## config.mk

```make
export PLATFORM = sky130hd
export DESIGN_NAME = keccak_ctrl
export DESIGN_NICKNAME = d
export VERILOG_FILES = /design/src/design/keccak_ctrl_pkg.sv /design/src/design/block_tracker.sv /design/src/design/ctrl_fsm.sv /design/src/design/keccak_ctrl.sv /design/src/design/pad_gen.sv /design/src/design/squeeze_tracker.sv
export SDC_FILE = /design/constraint.sdc
export NUM_CORES = 1
export LEC_CHECK = 0
export BUFFER_PORTS_ARGS = -buffer_cell sky130_fd_sc_hd__buf_4
export CAP_MARGIN = 20
export CORE_MARGIN = 2
export CORE_UTILIZATION = 40
export CTS_BUF_LIST = sky130_fd_sc_hd__clkbuf_4
export CTS_CLUSTER_DIAMETER = 120
export DETAILED_ROUTE_END_ITERATION = 10
export SYNTH_ARGS = -nofsm -noshare
export SYNTH_HDL_FRONTEND = slang
export SYNTH_SLANG_ARGS = --single-unit
```

## constraint.sdc

```tcl
create_clock -name clk -period 5 [get_ports clk]
set_input_delay 0.5 -clock clk [delete_from_list [all_inputs] [get_ports clk]]
set_output_delay 0.5 -clock clk [all_outputs]
set_load 0.05 [all_outputs]
```

## src/design/keccak_ctrl_pkg.sv

```systemverilog
// ****************************************
// keccak control package
// widths, SHAKE rates, phase codes and the
// two-view command word
// ****************************************

package keccak_ctrl_pkg;

  // datapath word, one lane slice per cycle
  localparam int word_width = 32;

  // word counter and bit-length widths
  localparam int idx_width  = 6;
  localparam int rate_width = 11;
  localparam int req_width  = 30;

  // block size in words: 1344 and 1088 bits
  localparam logic [idx_width-1:0] rate_128_words = 6'd42;
  localparam logic [idx_width-1:0] rate_256_words = 6'd34;

  // permutation length in cycles
  localparam logic [idx_width-1:0] round_count = 6'd24;

  // SHAKE suffix 1111 plus first pad one
  localparam logic [rate_width-1:0] suffix_bits = 11'd5;

  // phase codes
  localparam logic [2:0] st_header    = 3'd0;
  localparam logic [2:0] st_length    = 3'd1;
  localparam logic [2:0] st_absorb    = 3'd2;
  localparam logic [2:0] st_pad_block = 3'd3;
  localparam logic [2:0] st_process   = 3'd4;
  localparam logic [2:0] st_squeeze   = 3'd5;

  // one input word, read as command header or as block length
  typedef union packed {
    struct packed {
      logic                 reserved;
      logic                 sel_256;
      logic [req_width-1:0] req_words;
    } hdr;
    struct packed {
      logic                                eof;
      logic [word_width-rate_width-2:0]    unused;
      logic [rate_width-1:0]               len_bits;
    } len;
  } cmd_word_u;

endpackage

```

## src/design/block_tracker.sv

```systemverilog
// ****************************************
// block tracker
// holds header and length fields, counts
// message words left and flags a pad block
// ****************************************
`timescale 1ns/1ps

module block_tracker (
  input  logic                                   clk,
  input  logic                                   rst,
  input  logic [2:0]                             state,
  input  logic [keccak_ctrl_pkg::word_width-1:0] din,
  input  logic                                   din_valid,
  input  logic                                   din_ready,
  input  logic                                   absorb_data,
  output logic                                   sel_256,
  output logic [keccak_ctrl_pkg::idx_width-1:0]  rate_words,
  output logic [keccak_ctrl_pkg::rate_width-1:0] len_bits,
  output logic [keccak_ctrl_pkg::idx_width-1:0]  words_left,
  output logic                                   eof,
  output logic                                   extra_pad
);

  keccak_ctrl_pkg::cmd_word_u             cmd;
  logic                                   hdr_fire;
  logic                                   len_fire;
  logic                                   word_taken;
  logic [keccak_ctrl_pkg::rate_width-1:0] rate_bits;
  logic [keccak_ctrl_pkg::rate_width-1:0] pad_limit;
  logic [keccak_ctrl_pkg::idx_width-1:0]  len_words;

  assign cmd = din;

  assign hdr_fire   = (state == keccak_ctrl_pkg::st_header) && din_valid && din_ready;
  assign len_fire   = (state == keccak_ctrl_pkg::st_length) && din_valid && din_ready;
  assign word_taken = absorb_data && din_ready;

  assign rate_words = sel_256 ? keccak_ctrl_pkg::rate_256_words
                              : keccak_ctrl_pkg::rate_128_words;
  assign rate_bits  = {rate_words,
                       {(keccak_ctrl_pkg::rate_width - keccak_ctrl_pkg::idx_width){1'b0}}};

  // suffix plus the final pad one must fit below the rate
  assign pad_limit = rate_bits - keccak_ctrl_pkg::suffix_bits - 1'b1;

  // length rounded up to whole words
  assign len_words =
    cmd.len.len_bits[keccak_ctrl_pkg::rate_width-1 -: keccak_ctrl_pkg::idx_width] +
    (|cmd.len.len_bits[keccak_ctrl_pkg::rate_width-keccak_ctrl_pkg::idx_width-1:0]);

  always_ff @(posedge clk)
  begin
    if (rst)
      sel_256 <= 1'b0;
    else if (hdr_fire)
      sel_256 <= cmd.hdr.sel_256;
  end

  always_ff @(posedge clk)
  begin
    if (rst)
    begin
      eof      <= 1'b0;
      len_bits <= '0;
    end
    else if (len_fire)
    begin
      eof      <= cmd.len.eof;
      len_bits <= cmd.len.len_bits;
    end
  end

  always_ff @(posedge clk)
  begin
    if (rst)
      words_left <= '0;
    else if (len_fire)
      words_left <= len_words;
    else if (word_taken)
      words_left <= words_left - 1'b1;
  end

  // cleared once the pad block is under way
  always_ff @(posedge clk)
  begin
    if (rst)
      extra_pad <= 1'b0;
    else if (len_fire)
      extra_pad <= (cmd.len.len_bits > pad_limit);
    else if (state == keccak_ctrl_pkg::st_pad_block)
      extra_pad <= 1'b0;
  end

endmodule

```

## src/design/ctrl_fsm.sv

```systemverilog
// ****************************************
// phase state machine
// sequences header, length, absorb,
// permutation and squeeze phases
// ****************************************
`timescale 1ns/1ps

module ctrl_fsm (
  input  logic                                  clk,
  input  logic                                  rst,
  input  logic                                  din_valid,
  input  logic                                  dout_ready,
  input  logic [keccak_ctrl_pkg::idx_width-1:0] rate_words,
  input  logic [keccak_ctrl_pkg::idx_width-1:0] words_left,
  input  logic                                  eof,
  input  logic                                  extra_pad,
  input  logic                                  last_word,
  output logic [2:0]                            state,
  output logic [keccak_ctrl_pkg::idx_width-1:0] word_idx,
  output logic                                  din_ready,
  output logic                                  dout_valid,
  output logic                                  absorb_data,
  output logic                                  computation_en,
  output logic                                  squeeze_output,
  output logic                                  bof,
  output logic                                  reset_ram
);

  logic [2:0]                            state_next;
  logic                                  cnt_inc;
  logic                                  block_end;
  logic                                  round_end;
  logic [keccak_ctrl_pkg::idx_width-1:0] last_idx;

  assign last_idx  = rate_words - 1'b1;
  assign block_end = (word_idx == last_idx);
  assign round_end = (word_idx == keccak_ctrl_pkg::round_count - 1'b1);

  always_comb
  begin
    state_next     = state;
    cnt_inc        = 1'b0;
    din_ready      = 1'b0;
    dout_valid     = 1'b0;
    absorb_data    = 1'b0;
    computation_en = 1'b0;
    squeeze_output = 1'b0;
    reset_ram      = 1'b0;
    case (state)
      keccak_ctrl_pkg::st_header:
      begin
        din_ready = 1'b1;
        reset_ram = 1'b1;
        if (din_valid)
          state_next = keccak_ctrl_pkg::st_length;
      end
      keccak_ctrl_pkg::st_length:
      begin
        din_ready = 1'b1;
        if (din_valid)
          state_next = keccak_ctrl_pkg::st_absorb;
      end
      keccak_ctrl_pkg::st_absorb:
      begin
        din_ready = (words_left != '0);
        // once the message runs out, zero words go in without waiting
        absorb_data = din_valid || (words_left == '0);
        if (absorb_data && block_end)
          state_next = keccak_ctrl_pkg::st_process;
        else if (absorb_data)
          cnt_inc = 1'b1;
      end
      keccak_ctrl_pkg::st_pad_block:
      begin
        absorb_data = 1'b1;
        if (block_end)
          state_next = keccak_ctrl_pkg::st_process;
        else
          cnt_inc = 1'b1;
      end
      keccak_ctrl_pkg::st_process:
      begin
        computation_en = 1'b1;
        cnt_inc        = 1'b1;
        if (round_end && !eof)
          state_next = keccak_ctrl_pkg::st_length;
        else if (round_end && extra_pad)
          state_next = keccak_ctrl_pkg::st_pad_block;
        else if (round_end)
          state_next = keccak_ctrl_pkg::st_squeeze;
      end
      keccak_ctrl_pkg::st_squeeze:
      begin
        dout_valid     = 1'b1;
        squeeze_output = dout_ready;
        if (dout_ready && last_word)
          state_next = keccak_ctrl_pkg::st_header;
        else if (dout_ready && block_end)
          // rate exhausted with words still owed
          state_next = keccak_ctrl_pkg::st_process;
        else if (dout_ready)
          cnt_inc = 1'b1;
      end
      default:
      begin
        state_next = keccak_ctrl_pkg::st_header;
      end
    endcase
  end

  always_ff @(posedge clk)
  begin
    if (rst)
      state <= keccak_ctrl_pkg::st_header;
    else
      state <= state_next;
  end

  // shared counter restarts on every phase change
  always_ff @(posedge clk)
  begin
    if (rst)
      word_idx <= '0;
    else if (state_next != state)
      word_idx <= '0;
    else if (cnt_inc)
      word_idx <= word_idx + 1'b1;
  end

  // first block flag, dropped after the first permutation
  always_ff @(posedge clk)
  begin
    if (rst)
      bof <= 1'b0;
    else if (state == keccak_ctrl_pkg::st_header)
      bof <= 1'b1;
    else if ((state == keccak_ctrl_pkg::st_process) && round_end)
      bof <= 1'b0;
  end

endmodule

```

## src/design/keccak_ctrl.sv

```systemverilog
// ****************************************
// keccak control path top level
// sequencer, block tracker, padder and
// squeeze counter for a 32-slice core
// ****************************************
`timescale 1ns/1ps

module keccak_ctrl (
  input  logic                                   clk,
  input  logic                                   rst,
  input  logic                                   din_valid,
  output logic                                   din_ready,
  input  logic [keccak_ctrl_pkg::word_width-1:0] din,
  output logic                                   dout_valid,
  input  logic                                   dout_ready,
  output logic [keccak_ctrl_pkg::idx_width-1:0]  word_idx,
  output logic [keccak_ctrl_pkg::word_width-1:0] din_padded,
  output logic                                   absorb_data,
  output logic                                   computation_en,
  output logic                                   squeeze_output,
  output logic                                   bof,
  output logic                                   reset_ram,
  output logic                                   sel_256
);

  logic [2:0]                             state;
  logic [keccak_ctrl_pkg::idx_width-1:0]  rate_words;
  logic [keccak_ctrl_pkg::idx_width-1:0]  words_left;
  logic [keccak_ctrl_pkg::rate_width-1:0] len_bits;
  logic                                   eof;
  logic                                   extra_pad;
  logic                                   last_word;

  ctrl_fsm fsm_inst (
    .clk            (clk),
    .rst            (rst),
    .din_valid      (din_valid),
    .dout_ready     (dout_ready),
    .rate_words     (rate_words),
    .words_left     (words_left),
    .eof            (eof),
    .extra_pad      (extra_pad),
    .last_word      (last_word),
    .state          (state),
    .word_idx       (word_idx),
    .din_ready      (din_ready),
    .dout_valid     (dout_valid),
    .absorb_data    (absorb_data),
    .computation_en (computation_en),
    .squeeze_output (squeeze_output),
    .bof            (bof),
    .reset_ram      (reset_ram)
  );

  block_tracker block_inst (
    .clk         (clk),
    .rst         (rst),
    .state       (state),
    .din         (din),
    .din_valid   (din_valid),
    .din_ready   (din_ready),
    .absorb_data (absorb_data),
    .sel_256     (sel_256),
    .rate_words  (rate_words),
    .len_bits    (len_bits),
    .words_left  (words_left),
    .eof         (eof),
    .extra_pad   (extra_pad)
  );

  pad_gen pad_inst (
    .state      (state),
    .word_idx   (word_idx),
    .din        (din),
    .din_ready  (din_ready),
    .len_bits   (len_bits),
    .eof        (eof),
    .extra_pad  (extra_pad),
    .rate_words (rate_words),
    .din_padded (din_padded)
  );

  squeeze_tracker squeeze_inst (
    .clk            (clk),
    .rst            (rst),
    .state          (state),
    .din            (din),
    .din_valid      (din_valid),
    .din_ready      (din_ready),
    .squeeze_output (squeeze_output),
    .last_word      (last_word)
  );

endmodule

```

## src/design/pad_gen.sv

```systemverilog
// ****************************************
// padder
// masks message data and applies the SHAKE
// suffix and pad10*1 bits per word
// ****************************************
`timescale 1ns/1ps

module pad_gen (
  input  logic [2:0]                             state,
  input  logic [keccak_ctrl_pkg::idx_width-1:0]  word_idx,
  input  logic [keccak_ctrl_pkg::word_width-1:0] din,
  input  logic                                   din_ready,
  input  logic [keccak_ctrl_pkg::rate_width-1:0] len_bits,
  input  logic                                   eof,
  input  logic                                   extra_pad,
  input  logic [keccak_ctrl_pkg::idx_width-1:0]  rate_words,
  output logic [keccak_ctrl_pkg::word_width-1:0] din_padded
);

  logic [keccak_ctrl_pkg::rate_width-1:0] rate_bits;
  logic [keccak_ctrl_pkg::rate_width-1:0] last_bit;
  logic [keccak_ctrl_pkg::rate_width:0]   suf_end;
  logic [keccak_ctrl_pkg::idx_width-1:0]  last_idx;

  assign rate_bits = {rate_words,
                      {(keccak_ctrl_pkg::rate_width - keccak_ctrl_pkg::idx_width){1'b0}}};
  assign last_bit  = rate_bits - 1'b1;
  assign suf_end   = {1'b0, len_bits} + keccak_ctrl_pkg::suffix_bits;
  assign last_idx  = rate_words - 1'b1;

  always_comb
  begin
    logic [keccak_ctrl_pkg::rate_width-1:0] pos;
    din_padded = '0;
    pos        = '0;
    if (state == keccak_ctrl_pkg::st_absorb)
    begin
      if (din_ready)
        din_padded = din;
      for (int i = 0; i < keccak_ctrl_pkg::word_width; i++)
      begin
        // absolute bit position inside the block
        pos = {word_idx, i[keccak_ctrl_pkg::rate_width-keccak_ctrl_pkg::idx_width-1:0]};
        if (pos >= len_bits)
          din_padded[i] = 1'b0;
        // suffix ones, clipped at the rate boundary
        if (eof && (pos >= len_bits) && ({1'b0, pos} < suf_end))
          din_padded[i] = 1'b1;
        if (eof && !extra_pad && (pos == last_bit))
          din_padded[i] = 1'b1;
      end
    end
    else if (state == keccak_ctrl_pkg::st_pad_block)
    begin
      // only the closing pad one
      if (word_idx == last_idx)
        din_padded[keccak_ctrl_pkg::word_width-1] = 1'b1;
    end
  end

endmodule

```

## src/design/squeeze_tracker.sv

```systemverilog
// ****************************************
// squeeze tracker
// counts requested output words down and
// flags the last one
// ****************************************
`timescale 1ns/1ps

module squeeze_tracker (
  input  logic                                   clk,
  input  logic                                   rst,
  input  logic [2:0]                             state,
  input  logic [keccak_ctrl_pkg::word_width-1:0] din,
  input  logic                                   din_valid,
  input  logic                                   din_ready,
  input  logic                                   squeeze_output,
  output logic                                   last_word
);

  keccak_ctrl_pkg::cmd_word_u            cmd;
  logic                                  hdr_fire;
  logic [keccak_ctrl_pkg::req_width-1:0] req_load;
  logic [keccak_ctrl_pkg::req_width-1:0] remaining;

  assign cmd      = din;
  assign hdr_fire = (state == keccak_ctrl_pkg::st_header) && din_valid && din_ready;

  // a zero request still yields one word
  assign req_load = (cmd.hdr.req_words == '0)
                    ? {{(keccak_ctrl_pkg::req_width-1){1'b0}}, 1'b1}
                    : cmd.hdr.req_words;

  always_ff @(posedge clk)
  begin
    if (rst)
      remaining <= '0;
    else if (hdr_fire)
      remaining <= req_load;
    else if (squeeze_output)
      remaining <= remaining - 1'b1;
  end

  assign last_word = (remaining[keccak_ctrl_pkg::req_width-1:1] == '0) && remaining[0];

endmodule

```

======== Yosys cells after proc, flatten, opt, wreduce, memory -nomap -nowiden ========
Index checks and enable logic that the tools add are counted.
operators by class
  $add $sub $neg .......................... 9
  order comparisons ....................... 65
  reduce and logical (&&, ||, !) cells .... 124
  muxes and demuxes ....................... 134
  equal/unequal tests ..................... 40
operators by type and width
  operator               number
  $lt 11x12->1           32
  $eq 11x11->1           32
  $ge 11x11->1           32
  $mux 1                 113
  $logic_and 1x1->1      109
  $mux 30                3
  $mux 32                1
  $mux 31                1
  $logic_not 30->1       1
  $sub 30x1->30 const B  1
  $logic_not 29->1       1
  $mux 3                 9
  $sub 11x1->11 const B  2
  $pmux 3 s6             1
  $add 11x3->12 const B  1
  $mux 6                 2
  $sub 6x1->6 const B    2
  $gt 11x11->1           1
  $sub 11x3->11 const B  1
  $reduce_bool 2->1      4
  $add 6x1->6            1
  $add 6x1->6 const B    1
  $eq 3x2->1 const B     2
  $eq 3x3->1 const B     2
  14 further kinds       17
word-level totals
  flip-flop bits (word level) ............. 60
  logic and storage cells ................. 381
  bits of input ports ..................... 36

======== Depth between registers and ports, before layout ========
Gate-level depths: netlist (run 1).
  depth in word-level cells ............... 9
  gate-level depth with buffers ........... 13
  depth with buffers taken out ............ 12

======== By module ========
Synthesis (run 1) repeated with hierarchy kept, for this count alone.
second synthesis, totals
  cells, all modules ...................... 778
  area total of the unflattened synthesis .. 5,589.1 sq um
modules (own cells, without submodules)
  module           sequential area each (sq um)  area each (sq um)  instances  cells an instance
  pad_gen          0.0                           1,871.8            1          313
  squeeze_tracker  600.6                         1,789.2            1          221
  block_tracker    400.4                         1,048.5            1          132
  ctrl_fsm         200.2                         879.6              1          112

======== Worst setup path before layout (run 1) ========
No wires, ideal clock.
  kind .................................... flip-flop to output port
  start point ............................. register block_inst.len_bits[1] in the netlist's numbering
  end point ............................... output port din_padded[8] in the netlist's numbering
  data required time ...................... 4.500 ns
  stages on the path, launching flop included .. 11
  data arrival time ....................... 3.783 ns
  slack ................................... 0.717 ns
  cell sequence ........................... dfxtp_1 ha_1 nor2_1 nor3_1 nand3_1 xnor2_1 ha_1 and3_1 o41ai_4 o221ai_2 o41ai_1
on the way
  longest elaborated chain between the ends .. 6
  elaborated cells between the ends (all ways) .. 9
  classes of those cells .................. add/sub: 1; order compare: 2; mux: 4; reduce/logical: 2
RTL lines
  element                                                   RTL line                                     source
  start: declaration                                        block_tracker.sv:18                          output logic [keccak_ctrl_pkg::rate_width-1:0] len_bits,
  start signal: assignment                                  block_tracker.sv:69                          len_bits <= cmd.len.len_bits;
  $add 11x3->12 / $ge 11x11->1 (equally long branches)      pad_gen.sv:28, pad_gen.sv:44, pad_gen.sv:47
  $lt 11x12->1 / $logic_and 1x1->1 (equally long branches)  pad_gen.sv:47                                if (eof && (pos >= len_bits) && ({1'b0, pos} < suf_end))
  $logic_and 1x1->1                                         pad_gen.sv:47
  $mux 1 *                                                  pad_gen.sv:47
  $mux 1 *                                                  pad_gen.sv:49                                if (eof && !extra_pad && (pos == last_bit))
  $mux 31 *                                                 pad_gen.sv:36                                if (state == keccak_ctrl_pkg::st_absorb)
  end: declaration                                          keccak_ctrl.sv:17                            output logic [keccak_ctrl_pkg::word_width-1:0] din_padded,
Every way passes the cells marked *; elsewhere a longest branch is shown, timed or not.

======== Worst setup path in the final report (run 1) ========
  start point ............................. register block_inst.len_bits[2] in the netlist's numbering
  end point ............................... output port din_padded[4] in the netlist's numbering
Same word-level chain as after synthesis.

==> impl_metrics.env, run 1 <==
export IMPL_design_die_area_sq_mm=0.0137
export IMPL_netlist_instances=731
export IMPL_irDropWorstVdd_mv=0.182
export IMPL_cts_max_path_buffers=2
export IMPL_ys_types=69
export IMPL_power_density_mw_per_mm2=259
export IMPL_drv_cap=0
export IMPL_start_kind="flip-flop"
export IMPL_period_share=0.950
export IMPL_synth_async_sr_flop_share=0
export IMPL_synth_top_family_by_area="simple AND/OR/NAND/NOR gates"
export IMPL_relSlewSlack=0.409
export IMPL_area_delta_synth_final_pct=17.1
export IMPL_ys_seq_area_frac=0.236
export IMPL_routed_wl_microns=18400
export IMPL_rsz0062_at_grt="false"
export IMPL_place_congestion=0.932
export IMPL_utilization=0.477
export IMPL_finalMaxSlewViolations=0
export IMPL_yosys_area_top_type="dfxtp_1"
export IMPL_leakage_nw=2.26
export IMPL_first_global_vias=5325
export IMPL_crit_required_ns=4.50
export IMPL_synthXorXnorAreaFrac=0.0464
export IMPL_status="finished clean"
export IMPL_hpwlAfterDp_microns=13800
export IMPL_fin_worst_skew_ns=0.00696
export IMPL_synthMuxAreaShare=0.0309
export IMPL_internal_power_mw=0.887
export IMPL_start_util=0.407
export IMPL_ys_seq_elements=60
export IMPL_switching_share=0.426
export IMPL_netlist_area_sq_mm=0.00510
export IMPL_chipHeight_microns=117
export IMPL_slowest_delay_ns=0.82
export IMPL_seqPwrFrac=0.375
export IMPL_grt_pass1_wl_microns=28500
export IMPL_io_pins=82
export IMPL_tns_ns=0
export IMPL_critPathMaxFanout=24
export IMPL_ant_nets=0
export IMPL_cts_sinks=60
export IMPL_cts_inserted_buffers=9
export IMPL_pre_cts_ws_ns=0.772
export IMPL_timing_hold_ws_ns=0.347
export IMPL_htreeDepth=3
export IMPL_finalSetupViolCount=0
export IMPL_overflow=0
export IMPL_dr_pass1_iters=7
export IMPL_wl_per_cell_microns=18.9
export IMPL_layout_drive_gt1_share=0.154
export IMPL_fin_nets=858
export IMPL_synth_most_common_cell="nand2_1"
export IMPL_clk_latency_ns=0.41
export IMPL_synth_edf_count=0
export IMPL_cp_end_kind="output pin"
export IMPL_p_clk_frac=0.220
export IMPL_synth_compound_area_frac=0.265
export IMPL_worst_slew_pin_slew_ns=0.880
export IMPL_period_needed_ns=4.75
export IMPL_vias=5717
export IMPL_power_switching_mw=0.657
export IMPL_synth_warnings=0
export IMPL_nFillCells=1328
export IMPL_syn_area_per_cell_sq_um=6.98
export IMPL_synth_fp_nets=794
export IMPL_rows=41
export IMPL_core_sq_mm=0.0125
export IMPL_ys_top_cells_by_count="104 x nand2_1, 75 x nor2_1, 69 x a21oi_1, 60 x dfxtp_1, 58 x o21ai_0"
export IMPL_cts_tree="yes"
export IMPL_synth_fa_ha_area_frac=0.0662
export IMPL_via_per_inst=5.88
export IMPL_ys_top_cells_by_area="dfxtp_1 24%, nand2_1 7.7%, a21oi_1 6.8%, ha_1 6.6%, o21ai_0 5.7%"
export IMPL_crit_top_cell="nor2_1"
export IMPL_die_x_microns=117
export IMPL_synth_flop_cell="dfxtp_1"
export IMPL_grtUsageTotal=0.272
export IMPL_min_path_type="primary input to flip-flop"
export IMPL_comb_power_share=0.405
export IMPL_cpMaxStageDelayCell="dfxtp_1"
export IMPL_crit_chain="nor2_1, nor3_1, nand3_1, xnor2_1, ha_1, and3_1, o41ai_4, o221ai_2, nor2_1, o31ai_1, mux2i_1, buf_4"
export IMPL_finalPower_mw=1.54
export IMPL_antenna_found_initial=1
export IMPL_grt_start_max_net_pins=56
export IMPL_clk_pin_slew_ns=0.10
export IMPL_synth_simple_area_share=0.305
export IMPL_setup_ws_ns=0.250
export IMPL_fmaxAchievable_mhz=211
export IMPL_worstSetupPathType="flip-flop to output pin"
export IMPL_critPathArrivalTime_ns=4.25
export IMPL_drt_initial_drc_count=581
export IMPL_cts_root_buffer="clkbuf_4"
export IMPL_hold_viol_final=0
export IMPL_io_buffer_count=81
export IMPL_yosysTopAreaCellShare=0.236
export IMPL_remaining_drc_errors=0
## power groups by stage
stage | clock network [mW] | registers, mW | logic [mW]
CTS | 0.347 | 0.577 | 0.617
floorplan | 0 | 0.577 | 0.430
global placement | 0 | 0.586 | 0.618
global route | 0.373 | 0.585 | 0.686
finish | 0.340 | 0.579 | 0.625
detailed placement | 0 | 0.588 | 0.613
## per-stage QoR
step	cell area [sq um]	std cells
detailed placement	5830	956
global placement	5830	956
finish	5970	973
global route	5970	973
floorplan	5100	731
CTS	5960	972
## cell type report
| type | instances | area [sq um] | share of cell area |
|---|---|---|---|
| diodes | 1 | 2.50 | 0.000419 |
| clock buffers | 10 | 75.1 | 0.0126 |
| clock inverters | 6 | 55.1 | 0.00922 |
| inverters | 28 | 111 | 0.0187 |
| multi-input cells | 608 | 3650 | 0.611 |
| flip-flops and latches | 60 | 1200 | 0.201 |
| well taps | 172 | 215 | 0.0361 |
| repair buffers | 88 | 661 | 0.111 |
## cell usage in the layout (no fill, tap or decap), types with 11 or more instances in the layout
cell	count
xnor2_1	14
buf_4	88
o31ai_1	11
a211oi_1	24
inv_1	26
ha_1	27
nor3_1	26
o21ai_0	58
nor2_1	75
dfxtp_1	60
nand3_1	43
mux2i_1	12
xor2_1	13
a21oi_1	69
nor4_1	15
nand2_1	104
## logic make-up after synthesis
kind of cell,Yosys count
multiplexers,15
XOR/XNOR,27
adder cells (fa/ha/maj),27
flip-flops,60
buffers and inverters,63
AND/OR/NAND/NOR,323
AO/OA/AOI/OAI,216
## path summary, 6_finish.rpt
path / from / endpoint / slack, ns / cells past startpoint
worst min-delay path: din[31] / block_inst.eof / 0.35 / 3
worst max register to register: fsm_inst.state[0] / squeeze_inst.remaining[27] / 1.76 / 11
worst max-delay path: block_inst.len_bits[2] / din_padded[4] / 0.25 / 12
worst min register to register: fsm_inst.bof / fsm_inst.bof / 0.50 / 2
## worst max-delay path, delay by kind of cell (launching register included)
family	cells	cell delay [ns]
fa+ha+maj	1	0.28
flops	1	0.82
xor+xnor	1	0.14
mux	1	0.23
simple gates	5	1.50
compound gates	3	0.65
buf+inv	1	0.23
## flip-flops by register name, summed over array words and instances (netlist names)
signal                  cells
block_inst.sel_256          1
fsm_inst.state              3
block_inst.eof              1
block_inst.words_left       6
squeeze_inst.remaining     30
block_inst.extra_pad        1
block_inst.len_bits        11
fsm_inst.bof                1
fsm_inst.word_idx           6
## metal layers
metal,share of wire,track usage,wire (microns),vias to the layer above
met2,0.46,0.446,8560,205
met1,0.46,0.370,8400,2685
met3,0.053,0.0335,971,38
met5,0,0,0,-
li1,-,-,-,2789
met4,0.027,0.0973,497,0
## what timing repair did
item	4_1_cts	5_1_grt
resized for setup	0	1
hold buffers	0	0
hold endpoints to repair	0	0
buffers inserted	0	0
setup endpoints to repair	0	4
Note: power is estimated with default switching activity, not from simulation.
==> inputs of run 2 (changes only) <==
--- a/config.mk
+++ b/config.mk
@@ -12,6 +12,7 @@
 export CTS_BUF_LIST = sky130_fd_sc_hd__clkbuf_4
 export CTS_CLUSTER_DIAMETER = 120
 export DETAILED_ROUTE_END_ITERATION = 10
+export MAX_ROUTING_LAYER = met4
 export SYNTH_ARGS = -nofsm -noshare
 export SYNTH_HDL_FRONTEND = slang
 export SYNTH_SLANG_ARGS = --single-unit
==> constraint.sdc (replaced) <==
create_clock -name clk -period 4.91 [get_ports clk]
set_input_delay 0.491 -clock clk [delete_from_list [all_inputs] [get_ports clk]]
set_output_delay 0.491 -clock clk [all_outputs]
set_load 0.05 [all_outputs]
==> impl_metrics.env, run 2 (synthesis results as in run 1) <==
export IMPL_finalPower_mw=1.63
export IMPL_ant_nets=0
export IMPL_finalMaxSlewViolations=0
export IMPL_via_per_inst=5.92
export IMPL_largest_register_ffs=30
export IMPL_drt_initial_drc_count=443
export IMPL_period_share=0.930
export IMPL_hold_viol_final=0
export IMPL_final_common_cell="nand2_1"
export IMPL_cts_max_path_buffers=2
export IMPL_cts_tree="yes"
export IMPL_io_pins=82
export IMPL_grt_pass1_wl_microns=28300
export IMPL_fmaxAchievable_mhz=219
export IMPL_utilization=0.480
export IMPL_nFillCells=1340
export IMPL_critPathArrivalTime_ns=4.07
export IMPL_clk_latency_ns=0.42
export IMPL_chipHeight_microns=117
export IMPL_routed_wl_microns=18400
export IMPL_htreeDepth=3
export IMPL_worst_slew_pin_slew_ns=1.12
export IMPL_clk_pin_slew_ns=0.11
export IMPL_mostFrequentLayoutCells="104 x nand2_1, 88 x buf_4, 75 x nor2_1"
export IMPL_post_cts_resized=0
export IMPL_drv_cap=0
export IMPL_overflow=0
export IMPL_cts_root_buffer="clkbuf_4"
export IMPL_status="finished clean"
export IMPL_area_delta_synth_final_pct=17.7
export IMPL_crit_required_ns=4.42
export IMPL_grtUsageTotal=0.276
export IMPL_crit_top_cell="o21ai_0"
export IMPL_start_util=0.407
export IMPL_critPathMaxFanout=14
export IMPL_min_path_type="primary input to flip-flop"
export IMPL_tns_ns=0
export IMPL_relSlewSlack=0.252
export IMPL_setup_ws_ns=0.344
export IMPL_design_die_area_sq_mm=0.0137
export IMPL_diodes=0
export IMPL_io_buffer_count=81
export IMPL_irDropWorstVdd_mv=0.168
export IMPL_period_needed_ns=4.57
export IMPL_reg2reg_depth=11
export IMPL_core_sq_mm=0.0125
export IMPL_leakage_nw=2.27
export IMPL_cpMaxStageDelayCell="dfxtp_1"
export IMPL_place_congestion=0.946
export IMPL_rsz0062_at_grt="false"
export IMPL_cp_end_kind="output pin"
export IMPL_vias=5751
export IMPL_remaining_drc_errors=0
export IMPL_dr_pass1_iters=5
export IMPL_rows=41
export IMPL_reg_top3="squeeze_inst.remaining: 30 flops, block_inst.len_bits: 11 flops"
export IMPL_power_density_mw_per_mm2=271
export IMPL_cts_inserted_buffers=9
export IMPL_fin_worst_skew_ns=0.0158
export IMPL_slowest_delay_ns=0.64
export IMPL_pre_cts_ws_ns=0.614
export IMPL_layout_drive_gt1_share=0.158
export IMPL_hold_path_cell_count=3
export IMPL_worstSetupPathType="flip-flop to output pin"
export IMPL_start_kind="flip-flop"
export IMPL_regMostFlops="squeeze_inst.remaining"
export IMPL_r2r_setup_slack_ns=1.69
export IMPL_timing_hold_ws_ns=0.340
export IMPL_post_cts_buffers=0
export IMPL_first_global_vias=5296
export IMPL_fin_nets=858
export IMPL_hold_buffers=0
export IMPL_cts_sinks=60
export IMPL_die_x_microns=117
export IMPL_hpwlAfterDp_microns=13700
export IMPL_antenna_found_initial=0
export IMPL_wl_per_cell_microns=18.9
export IMPL_crit_chain="nand2_2, nor3_1, nand3_1, xnor2_1, ha_1, and3_1, o41ai_4, o221ai_2, nor3_4, o21ai_0, o21ai_0, buf_4"
export IMPL_grt_start_max_net_pins=56
export IMPL_finalSetupViolCount=0
run 2: final cells by class:
| class | count | area (sq um) | area share |
|---|---|---|---|
| multi-input cells | 608 | 3650 | 0.609 |
| flip-flops and latches | 60 | 1200 | 0.200 |
| repair buffers | 88 | 661 | 0.110 |
| well taps | 172 | 215 | 0.0359 |
| inverters | 28 | 111 | 0.0186 |
| clock inverters | 7 | 91.3 | 0.0152 |
| clock buffers | 9 | 67.6 | 0.0113 |
run 2: stage by stage:
stage / cells / area, sq um
3_5_place_dp: 956 / 5830
5_1_grt: 972 / 6000
2_1_floorplan: 731 / 5100
4_1_cts: 972 / 5990
6_report: 972 / 6000
3_3_place_gp: 956 / 5830
run 2: where the power goes:
group	internal, mW	switching, mW	leakage [nW]
logic	0.217	0.419	1.70
registers	0.530	0.0586	0.492
clock network	0.203	0.200	0.0756
run 2: critical path: cells and delay by family, from the launching register on:
family / cells / cell delay (ns)
fa+ha+maj: 1 / 0.29
buf+inv: 1 / 0.23
compound gates: 4 / 0.80
flops: 1 / 0.64
simple gates: 5 / 1.53
xor+xnor: 1 / 0.16
run 2: path summary, 6_finish.rpt:
| path | start | endpoint |
|---|---|---|
| setup / recovery | block_inst.len_bits[4] | din_padded[16] |
| hold / removal | din[14] | squeeze_inst.remaining[14] |
| setup reg to reg | fsm_inst.state[0] | squeeze_inst.remaining[27] |
| hold reg to reg | squeeze_inst.remaining[22] | squeeze_inst.remaining[22] |
run 2: routing by layer:
metal	wire (microns)	track usage	share of wire	up-vias
li1	-	-	-	2791
met1	8260	0.375	0.45	2702
met2	8430	0.424	0.46	212
met3	1190	0.0340	0.065	46
met4	503	0.0957	0.027	0
met5	0	-	0	-
==> inputs of run 3 (changes only) <==
--- a/config.mk
+++ b/config.mk
@@ -9,7 +9,7 @@
 export CAP_MARGIN = 20
 export CORE_MARGIN = 2
 export CORE_UTILIZATION = 40
-export CTS_BUF_LIST = sky130_fd_sc_hd__clkbuf_4
+export CTS_BUF_LIST = sky130_fd_sc_hd__clkbuf_16
 export CTS_CLUSTER_DIAMETER = 120
 export DETAILED_ROUTE_END_ITERATION = 10
 export MAX_ROUTING_LAYER = met4
==> constraint.sdc (replaced) <==
create_clock -name clk -period 5.05 [get_ports clk]
set_input_delay 0.505 -clock clk [delete_from_list [all_inputs] [get_ports clk]]
set_output_delay 0.505 -clock clk [all_outputs]
set_load 0.05 [all_outputs]
==> impl_metrics.env, run 3 (synthesis results as in run 1) <==
export IMPL_irDropWorstVdd_mv=0.241
export IMPL_hold_viol_final=0
export IMPL_worstSetupPathType="flip-flop to output pin"
export IMPL_status="finished clean"
export IMPL_final_common_cell="nand2_1"
export IMPL_core_sq_mm=0.0125
export IMPL_finalNonFillerCells=971
export IMPL_ant_nets=0
export IMPL_via_per_inst=5.87
export IMPL_wl_per_cell_microns=18.8
export IMPL_mostFrequentLayoutCells="104 x nand2_1, 87 x buf_4, 75 x nor2_1"
export IMPL_start_kind="flip-flop"
export IMPL_crit_top_cell="nor2_1"
export IMPL_antenna_found_initial=0
export IMPL_period_needed_ns=4.67
export IMPL_finalPower_mw=1.80
export IMPL_grt_pass1_wl_microns=28400
export IMPL_fin_nets=857
export IMPL_power_density_mw_per_mm2=293
export IMPL_clk_latency_ns=0.33
export IMPL_chipHeight_microns=117
export IMPL_timing_hold_ws_ns=0.439
export IMPL_rows=41
export IMPL_cts_sinks=60
export IMPL_cp_end_kind="output pin"
export IMPL_min_path_type="primary input to flip-flop"
export IMPL_remaining_drc_errors=0
export IMPL_finalSetupViolCount=0
export IMPL_rsz0062_at_grt="false"
export IMPL_tns_ns=0
export IMPL_io_buffer_count=81
export IMPL_fin_worst_skew_ns=0.00647
export IMPL_reg2reg_depth=11
export IMPL_critPathTopFamily="simple AND/OR/NAND/NOR gates"
export IMPL_routed_wl_microns=18200
export IMPL_vias=5701
export IMPL_area_delta_synth_final_pct=20.0
export IMPL_largest_register_ffs=30
export IMPL_critPathMaxFanout=24
export IMPL_cts_inserted_buffers=9
export IMPL_die_x_microns=117
export IMPL_critPathArrivalTime_ns=4.16
export IMPL_slowest_delay_ns=0.79
export IMPL_drv_cap=0
export IMPL_worst_path_buf_inv=1
export IMPL_finalMaxSlewViolations=0
export IMPL_htreeDepth=3
export IMPL_place_congestion=0.899
export IMPL_fmaxAchievable_mhz=214
export IMPL_crit_chain="nor2_1, nor3_1, nand3_1, xnor2_1, ha_1, and3_1, o41ai_4, o221ai_2, nor2_1, nand2_1, o21ai_0, buf_4"
export IMPL_fin_area_sq_mm=0.00612
export IMPL_layout_drive_gt1_share=0.154
export IMPL_drt_initial_drc_count=436
export IMPL_clk_pin_slew_ns=0.05
export IMPL_worst_path_stages=12
export IMPL_dp_cells=955
export IMPL_relSlewSlack=0.418
export IMPL_cts_tree="yes"
export IMPL_cts_root_buffer="clkbuf_16"
export IMPL_reg_top3="squeeze_inst.remaining: 30 flops, block_inst.len_bits: 11 flops"
export IMPL_cpMaxStageDelayCell="dfxtp_1"
export IMPL_worst_slew_pin_slew_ns=0.873
export IMPL_period_share=0.924
export IMPL_crit_required_ns=4.55
export IMPL_overflow=0
export IMPL_hpwlAfterDp_microns=13800
export IMPL_design_die_area_sq_mm=0.0137
export IMPL_first_global_vias=5301
export IMPL_leakage_nw=2.33
export IMPL_dr_pass1_iters=5
export IMPL_cts_max_path_buffers=2
export IMPL_diodes=0
export IMPL_placed_area_sq_mm=0.00582
export IMPL_grt_start_max_net_pins=56
export IMPL_grtUsageTotal=0.279
export IMPL_hold_path_cell_count=3
export IMPL_io_pins=82
export IMPL_regMostFlops="squeeze_inst.remaining"
export IMPL_start_util=0.407
## run 3: path summary, 6_finish.rpt
check                         start                    endpoint  slack (ns)
min                         din[19]  squeeze_inst.remaining[19]        0.44
max          block_inst.len_bits[2]              din_padded[14]        0.38
max reg2reg       fsm_inst.state[0]  squeeze_inst.remaining[27]        1.97
min reg2reg    block_inst.extra_pad        block_inst.extra_pad        0.50
## run 3: worst register-to-register path, stage by stage, from the launching register on
cell	delay, ns
dfxtp_1	0.53
inv_6	0.08
nor2_4	0.11
nand2_2	0.08
clkinv_2	0.11
nand2_2	0.13
inv_1	0.53
nand3_1	0.34
nor3_1	0.51
nand4b_1	0.18
xor2_1	0.18
a211oi_1	0.22
## run 3: final cells by class
type                    count  area [sq um]
clock buffers               9           225
clock inverters             7          67.6
fillers                  1318          6390
inverters                  28           111
multi-input cells         608          3650
flip-flops and latches     60          1200
well taps                 172           215
repair buffers             87           653
## run 3: metrics by stage
stage                util  setup slack (ns)
finish              0.489             0.384
global route        0.489            0.0642
CTS                 0.489             0.456
global placement    0.465             0.839
detailed placement  0.465             0.816
floorplan               -             0.762
## run 3: repair_timing
action / in CTS / in global routing
endpoints found under the setup margin: 0 / 1
hold endpoints to repair: 0 / 0
buffers inserted: 0 / 0
gates resized for setup: 0 / 1
hold buffers: 0 / 0
## run 3: routing by layer
metal	vias up	GRT usage	wire length, microns
met4	0	0.0941	425
met5	-	-	0
met3	39	0.0360	1030
met2	201	0.436	8600
met1	2679	0.374	8190
li1	2782	-	-
## run 3: where the power goes
group | leakage (nW) | total [mW] | internal [mW] | switching [mW]
clock network | 0.139 | 0.604 | 0.379 | 0.225
registers | 0.492 | 0.573 | 0.516 | 0.0572
logic | 1.70 | 0.619 | 0.210 | 0.409
total | 2.33 | 1.80 | 1.11 | 0.692
